===== src/logger_pkg.sv =====
//----------------------------------------------------------
// event logger shared definitions
// command map, sample layout, config and word-select structs
// gpio bit selection helper
//----------------------------------------------------------
package logger_pkg;

    localparam int GPIO_N         = 10;  // gpio input bits
    localparam int WORD_W         = 16;  // output word
    localparam int TIME_W         = 32;  // local time input
    localparam int NUM_CHN        = 2;   // 0 - pps, 1 - msg
    localparam int CHN_W          = 1;
    localparam int TS_WORDS       = 2;   // timestamp words per sample
    localparam int DATA_WORDS     = 6;   // data words per sample
    localparam int SAMPLE_WORDS   = 8;
    localparam int ADDR_W         = 7;
    localparam int ADDR_CONFIG    = 0;
    localparam int ADDR_MSG_BASE  = 8;   // message words at 8..13
    localparam int DENOISE_CYCLES = 16;  // stable cycles before pps level change is taken
    localparam int SAMPLE_CNT_W   = 16;

    // loaded from cmd data[11:0], pps_sel in the low bits
    typedef struct packed {
        logic       msg_en;   // bit 11
        logic       msg_inv;
        logic [3:0] msg_sel;  // gpio index, >= GPIO_N gives 0
        logic       pps_en;
        logic       pps_inv;
        logic [3:0] pps_sel;  // bits 3:0
    } logger_cfg_t;

    typedef struct packed {
        logic              valid;
        logic [2:0]        idx;   // message word index
        logic [WORD_W-1:0] word;
    } msg_wr_t;

    typedef struct packed {
        logic             valid;   // one word of a sample this cycle
        logic             ts_en;   // timestamp word, else channel data
        logic [CHN_W-1:0] chn;     // channel being served
        logic [1:0]       ts_idx;  // timestamp word index
    } word_sel_t;

    // pick one gpio bit and apply polarity
    function automatic logic gpio_bit(input logic [GPIO_N-1:0] di,
                                      input logic [3:0]        sel,
                                      input logic              inv);
        logic [15:0] di_pad;
        di_pad = 16'(di);  // unused indices read as 0
        return di_pad[sel] ^ inv;
    endfunction

endpackage

===== src/logger_top.sv =====
//----------------------------------------------------------
// event logger top level, xclk domain
// command regs, pps and msg channels, ts store, arbiter, mux
//----------------------------------------------------------
`timescale 1ns/1ps

module logger_top import logger_pkg::*; (
    input  logic                    i_xclk,
    input  logic                    i_config_rst,
    input  logic                    i_cmd_we,
    input  logic [ADDR_W-1:0]       i_cmd_addr,
    input  logic [31:0]             i_cmd_data,
    input  logic [GPIO_N-1:0]       i_ext_di,
    input  logic [TIME_W-1:0]       i_ts_local,
    output logic [WORD_W-1:0]       o_data,
    output logic                    o_data_stb,
    output logic [SAMPLE_CNT_W-1:0] o_sample_count
);

    logger_cfg_t        cfg;
    msg_wr_t            msg_wr;
    word_sel_t          sel;
    logic [NUM_CHN-1:0] ts_rq;     // 0 - pps, 1 - msg
    logic [NUM_CHN-1:0] rdy;
    logic [NUM_CHN-1:0] next;
    logic [NUM_CHN-1:0] done;
    logic [NUM_CHN-1:0] ts_valid;
    logic [WORD_W-1:0]  msg_data;
    logic [WORD_W-1:0]  ts_word;

    cmd_regs u_cmd_regs (
        .i_xclk       (i_xclk),
        .i_config_rst (i_config_rst),
        .i_cmd_we     (i_cmd_we),
        .i_cmd_addr   (i_cmd_addr),
        .i_cmd_data   (i_cmd_data),
        .o_cfg        (cfg),
        .o_msg_wr     (msg_wr)
    );

    pps_filter u_pps_filter (
        .i_xclk       (i_xclk),
        .i_config_rst (i_config_rst),
        .i_cfg        (cfg),
        .i_ext_di     (i_ext_di),
        .i_next       (next[0]),
        .o_ts_rq      (ts_rq[0]),
        .o_rdy        (rdy[0])
    );

    msg_channel u_msg_channel (
        .i_xclk       (i_xclk),
        .i_config_rst (i_config_rst),
        .i_cfg        (cfg),
        .i_msg_wr     (msg_wr),
        .i_ext_di     (i_ext_di),
        .i_next       (next[1]),
        .o_ts_rq      (ts_rq[1]),
        .o_rdy        (rdy[1]),
        .o_data       (msg_data)
    );

    ts_store u_ts_store (
        .i_xclk       (i_xclk),
        .i_config_rst (i_config_rst),
        .i_ts_rq      (ts_rq),
        .i_ts_local   (i_ts_local),
        .i_done       (done),
        .i_sel        (sel),
        .o_ts_valid   (ts_valid),
        .o_ts_word    (ts_word)
    );

    logger_arbiter u_logger_arbiter (
        .i_xclk         (i_xclk),
        .i_config_rst   (i_config_rst),
        .i_ts_valid     (ts_valid),
        .i_rdy          (rdy),
        .o_sel          (sel),
        .o_next         (next),
        .o_done         (done),
        .o_sample_count (o_sample_count)
    );

    sample_mux u_sample_mux (
        .i_xclk       (i_xclk),
        .i_config_rst (i_config_rst),
        .i_sel        (sel),
        .i_ts_word    (ts_word),
        .i_rdy        (rdy),
        .i_msg_data   (msg_data),
        .o_data       (o_data),
        .o_data_stb   (o_data_stb)
    );

endmodule


===== src/sample_mux.sv =====
//----------------------------------------------------------
// registered output multiplexer
// timestamp, channel data or zero fill, output strobe
//----------------------------------------------------------
`timescale 1ns/1ps

module sample_mux import logger_pkg::*; (
    input  logic               i_xclk,
    input  logic               i_config_rst,
    input  word_sel_t          i_sel,
    input  logic [WORD_W-1:0]  i_ts_word,
    input  logic [NUM_CHN-1:0] i_rdy,
    input  logic [WORD_W-1:0]  i_msg_data,
    output logic [WORD_W-1:0]  o_data,
    output logic               o_data_stb   // one cycle per word
);

    logic [WORD_W-1:0] chn_data [NUM_CHN];

    assign chn_data[0] = '0;          // pps has no payload
    assign chn_data[1] = i_msg_data;

    always_ff @(posedge i_xclk) begin
        if (i_config_rst) o_data_stb <= 1'b0;
        else              o_data_stb <= i_sel.valid;
    end

    always_ff @(posedge i_xclk) begin
        if (i_sel.ts_en)            o_data <= i_ts_word;
        else if (i_rdy[i_sel.chn])  o_data <= chn_data[i_sel.chn];
        else                        o_data <= '0;  // channel ran out of data
    end

endmodule


===== src/logger_arbiter.sv =====
//----------------------------------------------------------
// sample arbiter
// fixed-priority channel pick, eight-word sequencing,
// sample counter
//----------------------------------------------------------
`timescale 1ns/1ps

module logger_arbiter import logger_pkg::*; (
    input  logic                    i_xclk,
    input  logic                    i_config_rst,
    input  logic [NUM_CHN-1:0]      i_ts_valid,
    input  logic [NUM_CHN-1:0]      i_rdy,
    output word_sel_t               o_sel,
    output logic [NUM_CHN-1:0]      o_next,          // one per data word
    output logic [NUM_CHN-1:0]      o_done,          // last word of sample
    output logic [SAMPLE_CNT_W-1:0] o_sample_count
);

    logic                            busy;
    logic [$clog2(SAMPLE_WORDS)-1:0] word_cnt;
    logic [CHN_W-1:0]                chn;
    logic                            last_word;
    logic [NUM_CHN-1:0]              elig;      // valid and ready channels
    logic [CHN_W-1:0]                pick;

    assign last_word = busy && (word_cnt == SAMPLE_WORDS - 1);

    assign o_sel.valid  = busy;
    assign o_sel.ts_en  = busy && (word_cnt < TS_WORDS);
    assign o_sel.chn    = chn;
    assign o_sel.ts_idx = word_cnt[1:0];    // meaningful only with ts_en

    assign o_next = (busy && (word_cnt >= TS_WORDS)) ? (NUM_CHN'(1) << chn) : '0;
    assign o_done = last_word ? (NUM_CHN'(1) << chn) : '0;

    // channel just finished still shows valid this cycle
    assign elig = i_ts_valid & i_rdy & ~o_done;

    always_comb begin
        pick = '0;
        for (int c = NUM_CHN - 1; c >= 0; c--) begin
            if (elig[c]) pick = CHN_W'(c);  // lowest number wins
        end
    end

    always_ff @(posedge i_xclk) begin
        if (i_config_rst) begin
            busy           <= 1'b0;
            word_cnt       <= '0;
            chn            <= '0;
            o_sample_count <= '0;
        end else begin
            if (last_word) o_sample_count <= o_sample_count + 1'b1;
            if (!busy || last_word) begin
                busy     <= |elig;          // next sample may follow without a gap
                word_cnt <= '0;
                if (|elig) chn <= pick;
            end else begin
                word_cnt <= word_cnt + 1'b1;
            end
        end
    end

endmodule


===== src/ts_store.sv =====
//----------------------------------------------------------
// timestamp store
// per-channel time latches with valid flags, word read-out
//----------------------------------------------------------
`timescale 1ns/1ps

module ts_store import logger_pkg::*; (
    input  logic               i_xclk,
    input  logic               i_config_rst,
    input  logic [NUM_CHN-1:0] i_ts_rq,     // one-cycle requests
    input  logic [TIME_W-1:0]  i_ts_local,  // free-running local time
    input  logic [NUM_CHN-1:0] i_done,      // sample of this channel sent
    input  word_sel_t          i_sel,
    output logic [NUM_CHN-1:0] o_ts_valid,
    output logic [WORD_W-1:0]  o_ts_word
);

    logic [TIME_W-1:0] ts_lat [NUM_CHN];
    logic [TIME_W-1:0] ts_cur;             // latch of the channel being read

    always_ff @(posedge i_xclk) begin
        if (i_config_rst) begin
            o_ts_valid <= '0;
        end else begin
            for (int c = 0; c < NUM_CHN; c++) begin
                if (i_done[c])        o_ts_valid[c] <= 1'b0;
                else if (i_ts_rq[c])  o_ts_valid[c] <= 1'b1;
            end
        end
    end

    // a second request is dropped until the first time is logged
    always_ff @(posedge i_xclk) begin
        for (int c = 0; c < NUM_CHN; c++) begin
            if (i_ts_rq[c] && !o_ts_valid[c]) ts_lat[c] <= i_ts_local;
        end
    end

    assign ts_cur = ts_lat[i_sel.chn];

    always_comb begin
        o_ts_word = '0;
        if (i_sel.ts_en) begin
            case (i_sel.ts_idx)
                2'd0:    o_ts_word = ts_cur[WORD_W-1:0];
                2'd1:    o_ts_word = {i_sel.chn, ts_cur[TIME_W-2 -: WORD_W-CHN_W]};  // chn in msb
                default: o_ts_word = '0;
            endcase
        end
    end

endmodule


===== src/msg_channel.sv =====
//----------------------------------------------------------
// odometer message channel
// message word buffer, trigger edges, word read-out
//----------------------------------------------------------
`timescale 1ns/1ps

module msg_channel import logger_pkg::*; (
    input  logic              i_xclk,
    input  logic              i_config_rst,
    input  logger_cfg_t       i_cfg,
    input  msg_wr_t           i_msg_wr,
    input  logic [GPIO_N-1:0] i_ext_di,
    input  logic              i_next,    // advance to next message word
    output logic              o_ts_rq,   // leading edge of trigger
    output logic              o_rdy,     // set by trailing edge
    output logic [WORD_W-1:0] o_data
);

    logic [WORD_W-1:0]             msg_mem [DATA_WORDS];
    logic                          trig_lvl;  // selected and inverted trigger
    logic [2:0]                    sync;      // [1:0] synchronizer, [2] previous level
    logic                          lead;
    logic                          trail;
    logic                          rd_last;
    logic [$clog2(DATA_WORDS)-1:0] rd_idx;
    logic                          en_q;

    assign trig_lvl = gpio_bit(i_ext_di, i_cfg.msg_sel, i_cfg.msg_inv);
    assign lead     = sync[1] && !sync[2];
    assign trail    = !sync[1] && sync[2];
    assign rd_last  = (rd_idx == DATA_WORDS - 1);
    assign o_data   = msg_mem[rd_idx];     // current word, sampled by the output mux

    // software may rewrite words at any time
    always_ff @(posedge i_xclk) begin
        if (i_msg_wr.valid) msg_mem[i_msg_wr.idx] <= i_msg_wr.word;
    end

    always_ff @(posedge i_xclk) begin
        if (i_config_rst) begin
            en_q    <= 1'b0;
            sync    <= '0;
            o_ts_rq <= 1'b0;
            o_rdy   <= 1'b0;
            rd_idx  <= '0;
        end else if (!en_q) begin
            en_q    <= i_cfg.msg_en;
            sync    <= {3{trig_lvl}};      // idle level, no edge on enable
            o_ts_rq <= 1'b0;
            o_rdy   <= 1'b0;
            rd_idx  <= '0;
        end else begin
            en_q    <= i_cfg.msg_en;
            sync    <= {sync[1:0], trig_lvl};
            o_ts_rq <= lead;               // take time on leading edge
            if (trail) begin
                o_rdy <= 1'b1;             // message complete
            end else if (i_next && o_rdy && rd_last) begin
                o_rdy <= 1'b0;             // sixth word read
            end
            if (i_next && o_rdy) begin
                rd_idx <= rd_last ? '0 : rd_idx + 1'b1;  // back to 0 when ready falls
            end
        end
    end

endmodule


===== src/pps_filter.sv =====
//----------------------------------------------------------
// gps one-pulse-per-second input channel
// bit select, polarity, synchronizer, denoise, ts request
//----------------------------------------------------------
`timescale 1ns/1ps

module pps_filter import logger_pkg::*; (
    input  logic              i_xclk,
    input  logic              i_config_rst,
    input  logger_cfg_t       i_cfg,
    input  logic [GPIO_N-1:0] i_ext_di,
    input  logic              i_next,    // first data word read by arbiter
    output logic              o_ts_rq,   // one cycle after accepted rising edge
    output logic              o_rdy
);

    logic                              pps_lvl;     // selected and inverted input
    logic [2:0]                        sync;
    logic                              den;         // accepted level
    logic                              den_d;
    logic [$clog2(DENOISE_CYCLES)-1:0] stable_cnt;  // cycles the input differs from den
    logic                              en_q;        // enable, delayed by one cycle

    assign pps_lvl = gpio_bit(i_ext_di, i_cfg.pps_sel, i_cfg.pps_inv);

    always_ff @(posedge i_xclk) begin
        if (i_config_rst) begin
            en_q       <= 1'b0;
            sync       <= '0;
            den        <= 1'b0;
            den_d      <= 1'b0;
            stable_cnt <= '0;
            o_ts_rq    <= 1'b0;
            o_rdy      <= 1'b0;
        end else if (!en_q) begin
            en_q       <= i_cfg.pps_en;
            sync       <= {3{pps_lvl}};  // track the idle level so enabling gives no edge
            den        <= pps_lvl;
            den_d      <= pps_lvl;
            stable_cnt <= '0;
            o_ts_rq    <= 1'b0;
            o_rdy      <= 1'b0;
        end else begin
            en_q <= i_cfg.pps_en;
            sync <= {sync[1:0], pps_lvl};
            if (sync[2] == den) begin
                stable_cnt <= '0;                // noise gone, restart
            end else if (stable_cnt == DENOISE_CYCLES - 1) begin
                den        <= sync[2];           // new level stable long enough
                stable_cnt <= '0;
            end else begin
                stable_cnt <= stable_cnt + 1'b1;
            end
            den_d   <= den;
            o_ts_rq <= den && !den_d;            // single pulse per accepted rise
            if (den && !den_d) o_rdy <= 1'b1;
            else if (i_next)   o_rdy <= 1'b0;    // pps carries no data words
        end
    end

endmodule


===== src/cmd_regs.sv =====
//----------------------------------------------------------
// command write decoder
// configuration register and registered message word writes
//----------------------------------------------------------
`timescale 1ns/1ps

module cmd_regs import logger_pkg::*; (
    input  logic              i_xclk,
    input  logic              i_config_rst,
    input  logic              i_cmd_we,     // one-cycle write strobe
    input  logic [ADDR_W-1:0] i_cmd_addr,
    input  logic [31:0]       i_cmd_data,
    output logger_cfg_t       o_cfg,
    output msg_wr_t           o_msg_wr      // one cycle after the command
);

    logic              msg_hit;
    logic [ADDR_W-1:0] msg_ofs;

    assign msg_ofs = i_cmd_addr - ADDR_W'(ADDR_MSG_BASE);  // word index inside message page
    assign msg_hit = (i_cmd_addr >= ADDR_W'(ADDR_MSG_BASE)) &&
                     (msg_ofs < ADDR_W'(DATA_WORDS));

    always_ff @(posedge i_xclk) begin
        if (i_config_rst) begin
            o_cfg <= '0;  // both channels off
        end else if (i_cmd_we && (i_cmd_addr == ADDR_W'(ADDR_CONFIG))) begin
            o_cfg <= logger_cfg_t'(i_cmd_data[$bits(logger_cfg_t)-1:0]);
        end
    end

    // message write strobe
    always_ff @(posedge i_xclk) begin
        if (i_config_rst) o_msg_wr.valid <= 1'b0;
        else              o_msg_wr.valid <= i_cmd_we && msg_hit;
    end

    // write payload, qualified by valid
    always_ff @(posedge i_xclk) begin
        o_msg_wr.idx  <= msg_ofs[2:0];
        o_msg_wr.word <= i_cmd_data[WORD_W-1:0];  // upper data bits ignored
    end

endmodule


===== config.mk =====
export PLATFORM = sky130hd
export DESIGN_NAME = logger_top
export DESIGN_NICKNAME = d
export VERILOG_FILES = /design/src/logger_pkg.sv /design/src/logger_top.sv /design/src/sample_mux.sv /design/src/logger_arbiter.sv /design/src/ts_store.sv /design/src/msg_channel.sv /design/src/pps_filter.sv /design/src/cmd_regs.sv
export SDC_FILE = /design/constraint.sdc
export NUM_CORES = 1
export LEC_CHECK = 0
export BUFFER_PORTS_ARGS = -buffer_cell sky130_fd_sc_hd__buf_2
export CAP_MARGIN = 20
export CORE_MARGIN = 5
export CORE_UTILIZATION = 30
export CTS_CLUSTER_SIZE = 30
export DETAILED_ROUTE_END_ITERATION = 10
export SLEW_MARGIN = 0
export SYNTH_ARGS = -nofsm -noshare
export SYNTH_HDL_FRONTEND = slang
export SYNTH_SLANG_ARGS = --single-unit

===== constraint.sdc =====
create_clock -name i_xclk -period 2.8 [get_ports i_xclk]
set_input_delay 0.28 -clock i_xclk [delete_from_list [all_inputs] [get_ports i_xclk]]
set_output_delay 0.28 -clock i_xclk [all_outputs]
set_load 0.005 [all_outputs]

==> summary.md <==
| Metric | Value |
|---|---|
| Chip height | `between 150 and 200 µm` |
| Area of the multi-input gates | `0.00264 mm²` |
| Sw Share | `between 15 and 20%` |
| Reg area | `between 0.006 and 0.007 mm²` |
| FF+latch count, synth | `between 200 and 300` |
| Leakage power | `~4.2 nW` |
| Vias | `5,604` |
| Seq pwr share | `54.3%` |
| Clk buf depth | `3` |
| Clock share of power | `43.5%` |
| Hold Path Stages | `3` |
| H-tree Lvls | `1` |
| GRT Overall Usage | `11.2%` |
| Gate Count Post-Synth | `627` |
| Die span in x | `188 µm` |
| Slew Limit Fails | `0` |
| TritonCTS clock tree | `yes` |
| Fillers | `2,922` |
| Family with the most delay on the worst path | `simple AND/OR/NAND/NOR gates` |
| Yosys top cell area share | `50.1%` |
| Drt first pass iters | `4` |
| Critical Path End Type | `register` |
| Power Internal | `5.94 mW` |
| Setup crit end | `u_logger_arbiter.o_sample_count[13]$_SDFFE_PP0N_` |
| DRC viols | `0` |
| Fin. Hold Viols | `0` |
| FMAX | `0.470 GHz` |
| IO Count | `117` |
| Clock sink count | `255` |
| Fin Setup TNS | `0 ns` |
| Worst slew pin tran | `0.793 ns` |
| Final instance area | `0.0118 mm²` |
| NumNets Final | `around 900` |
| ANT cells | `0` |
| Vias per inst | `4.60` |
| Layout cells sized above 1 | `around a quarter` |
| Post-synth top area cell | `edfxtp_1` |
| Core Box Area | `about 0.031 mm²` |
| CP Class | `register to register` |
| Outcome | `finished clean` |
| Vias in the first global route | `about 5.8k` |
| Crit path cell chain | `ha_1 > ha_1 > nand3_4 > or3_4 > or4_1 > a21oi_1` |
| Power Density | `~630 mW/mm²` |
| Routed len/inst | `16.2 µm` |
| CP startpoint kind | `register` |
| Max VDD drop | `0.000383 V` |
| RSZ-0062 raised after global routing | `false` |
| WP data required | `3.24 ns` |
| FF-to-FF Start | `u_logger_arbiter.word_cnt[1]$_SDFF_PP0_` |
| Post-CTS Setup Inserts | `0` |
| Slowest stage delay, CP | `around 0.44 ns` |
| Iteration-0 DRC Markers | `385` |
| CTS clk-pin slew, worst paths | `0.06 ns` |
| Core Rows | `65` |
| Max cap viols | `0` |
| Synth top area cells | `edfxtp_1 (50%), dfxtp_1 (21%), mux2_2 (3.9%), mux4_2 (3.8%), mux2i_1 (3.3%)` |
| Starting Density | `30.2%` |
| Max_slew headroom | `approximately 47%` |
| Post-CTS Resized | `0` |
| Layout Skew | `~0.018 ns` |
| Post-layout util | `~38%` |
| Reg2Reg Depth | `6` |
| WP buf/inv | `0` |
| # setup viols final | `0` |
| Placer Congestion | `approximately 0.7` |
| CTS root buf | `clkbuf_16` |
| CTS Buf Count | `26` |
| Placed cell area | `between 0.01 and 0.015 mm²` |
| GRT overflow | `0` |
| Area growth syn-to-layout | `24.7%` |
| Sw power | `1.48 mW` |
| Yosys warns | `0` |
| Max FO, Critical Path | `9` |
| First-pass GRT wire length | `~32 mm` |
| Worst path slowest cell | `or3_4` |
| Post-route ant nets | `0` |
| Port bufs | `approximately 100` |
| Netlist cell types | `48` |
| Post-Syn Area | `around 0.0095 mm²` |
| Hpwl dp | `12.9 mm` |
| Tcrit/Tclk final | `75.9%` |
| Mean Syn Cell Area | `15.1 µm²` |
| Worst-Skew Late Latency | `0.53 ns` |
| Post-synthesis sequential area ratio | `70.7%` |
| Worst Setup SP | `u_logger_arbiter.word_cnt[1]$_SDFF_PP0_` |
| Initial antenna violation count | `0` |
| Hold Crit Class | `primary input to register` |
| Worst flop-to-flop path endpoint | `u_logger_arbiter.o_sample_count[13]$_SDFFE_PP0N_` |
| Die area | `0.0352 mm²` |
| Cell mode on critical path | `ha_1` |
| Tmin final | `approximately 2.1 ns` |
| Stages on the worst setup path | `6` |
| Arr. time, crit path | `about 2.6 ns` |
| Largest net degree at the start of global routing | `34` |
| Post-Route WL | `roughly 20 mm` |
| Combinational share of power | `2.2%` |
| Mapped Nets | `717` |
| R2r setup slk | `0.67 ns` |
## layout by cell type (no fill, tap or decap), types with 4 or more instances in the layout
master	instances
mux4_2	16
nand3_1	16
o22ai_1	16
edfxtp_1	158
a21oi_1	14
nand2b_1	8
nand2_1	40
o211ai_1	5
nor3b_1	5
a22oi_1	17
mux2i_1	31
mux4_1	4
or3_1	4
dfxtp_1	96
ha_1	6
dlygate4sd3_1	51
mux2_2	33
buf_4	19
o21ai_0	21
clkinv_2	7
inv_1	8
or4_1	4
nor3_1	7
nor2_1	35
xor2_1	10
clkbuf_1	8
clkbuf_16	26
buf_2	99
nor2b_1	8
## stage by stage
step	setup slack (ns)	power (mW)	cells	hold slack, ns
6_report	0.674	7.42	1218	0.0429
5_1_grt	0.555	7.73	1218	0.0679
4_1_cts	0.659	7.52	1218	0.0261
3_5_place_dp	0.685	4.22	1119	0.385
3_3_place_gp	0.713	4.21	1119	0.387
2_1_floorplan	0.636	4.13	627	0.308
## worst min-delay path: cells and delay by family
| kind | cells | cell delay [ns] |
|---|---|---|
| AO/OA/AOI/OAI | 1 | 0.06 |
| AND/OR/NAND/NOR | 1 | 0.10 |
| buffers and inverters | 1 | 0.07 |
## cell type report
| cell class | instances | area share [%] |
|---|---|---|
| Clock buffer | 35 | 5.88 |
| Clock inverter | 13 | 0.880 |
| Inverter | 8 | 0.254 |
| Multi-Input combinational cell | 336 | 22.4 |
| Sequential cell | 255 | 56.6 |
| Tap cell | 402 | 4.26 |
| Timing Repair Buffer | 169 | 9.73 |
## worst min path at each step
stage	from	endpoint
2_1_floorplan	i_cmd_data[0]	u_cmd_regs.o_msg_wr[0]$_DFF_P_
3_3_place_gp	i_cmd_data[12]	u_cmd_regs.o_msg_wr[12]$_DFF_P_
3_5_place_dp	i_cmd_data[15]	u_cmd_regs.o_msg_wr[15]$_DFF_P_
4_1_cts	i_cmd_addr[6]	u_cmd_regs.o_msg_wr[19]$_SDFF_PP0_
5_1_grt	i_cmd_addr[5]	u_cmd_regs.o_msg_wr[19]$_SDFF_PP0_
6_report	i_cmd_addr[6]	u_cmd_regs.o_msg_wr[19]$_SDFF_PP0_
## timing repair
item / CTS / global route
hold buffers: 51 / 0
endpoints found under the hold margin: 82 / 0
endpoints found under the setup margin: 0 / 0
## state kept, by name (all words and copies together), names as in the netlist, 2 cells and up, named ones only
register and cells:
u_cmd_regs.o_cfg 12, u_cmd_regs.o_msg_wr 20, u_logger_arbiter.o_sample_count 16, u_logger_arbiter.word_cnt 3
u_msg_channel.msg_mem 96, u_msg_channel.rd_idx 3, u_msg_channel.sync 3, u_pps_filter.stable_cnt 4
u_pps_filter.sync 3, u_sample_mux.o_data 16, u_ts_store.o_ts_valid 2, u_ts_store.ts_lat 62
## logic make-up after synthesis
group | Yosys count | share of synthesized area, %
buf+inv | 36 | 1.63
mux | 84 | 12.1
compound gates | 86 | 5.82
fa+ha+maj | 6 | 0.793
flops | 255 | 70.7
xor+xnor | 12 | 1.11
simple gates | 148 | 7.88
## power by group through the flow
stage / Clock (mW) / Sequential, mW / Combinational (mW)
2_1_floorplan: 0 / 4.10 / 0.0328
4_1_cts: 3.33 / 4.03 / 0.160
3_5_place_dp: 0 / 4.11 / 0.103
5_1_grt: 3.52 / 4.03 / 0.176
3_3_place_gp: 0 / 4.11 / 0.100
6_report: 3.23 / 4.03 / 0.160
## cells in the mapped netlist, drive strengths merged
library cell and count:
inv 8, a31o 1, dfxtp 97, nor3b 5, o211ai 5, and2 3, xnor2 2, a31oi 1
xor2 10, a221oi 1, nand2b 8, ha 6, nand3b 1, and3 2, a21oi 14, o22ai 16
nand2 40, buf 13, o21ai 21, nor3 9, a2111oi 3, nor2 35, clkbuf 15, nand3 17
and2b 1, a311oi 2, a22oi 18, edfxtp 158, mux2 33, o31ai 3, mux2i 31, nand4 3
nor2b 10, and4 2, or4 4, or3 5, o21a 1, or4b 1, mux4 20, or2 1
nor4 1
## layer usage
metal	track usage, %	share of wire [%]
met5	0	0
met4	2.57	1.6
met3	1.88	4.7
met2	18.0	46
met1	15.9	48
(Power assumes the default switching activity.)
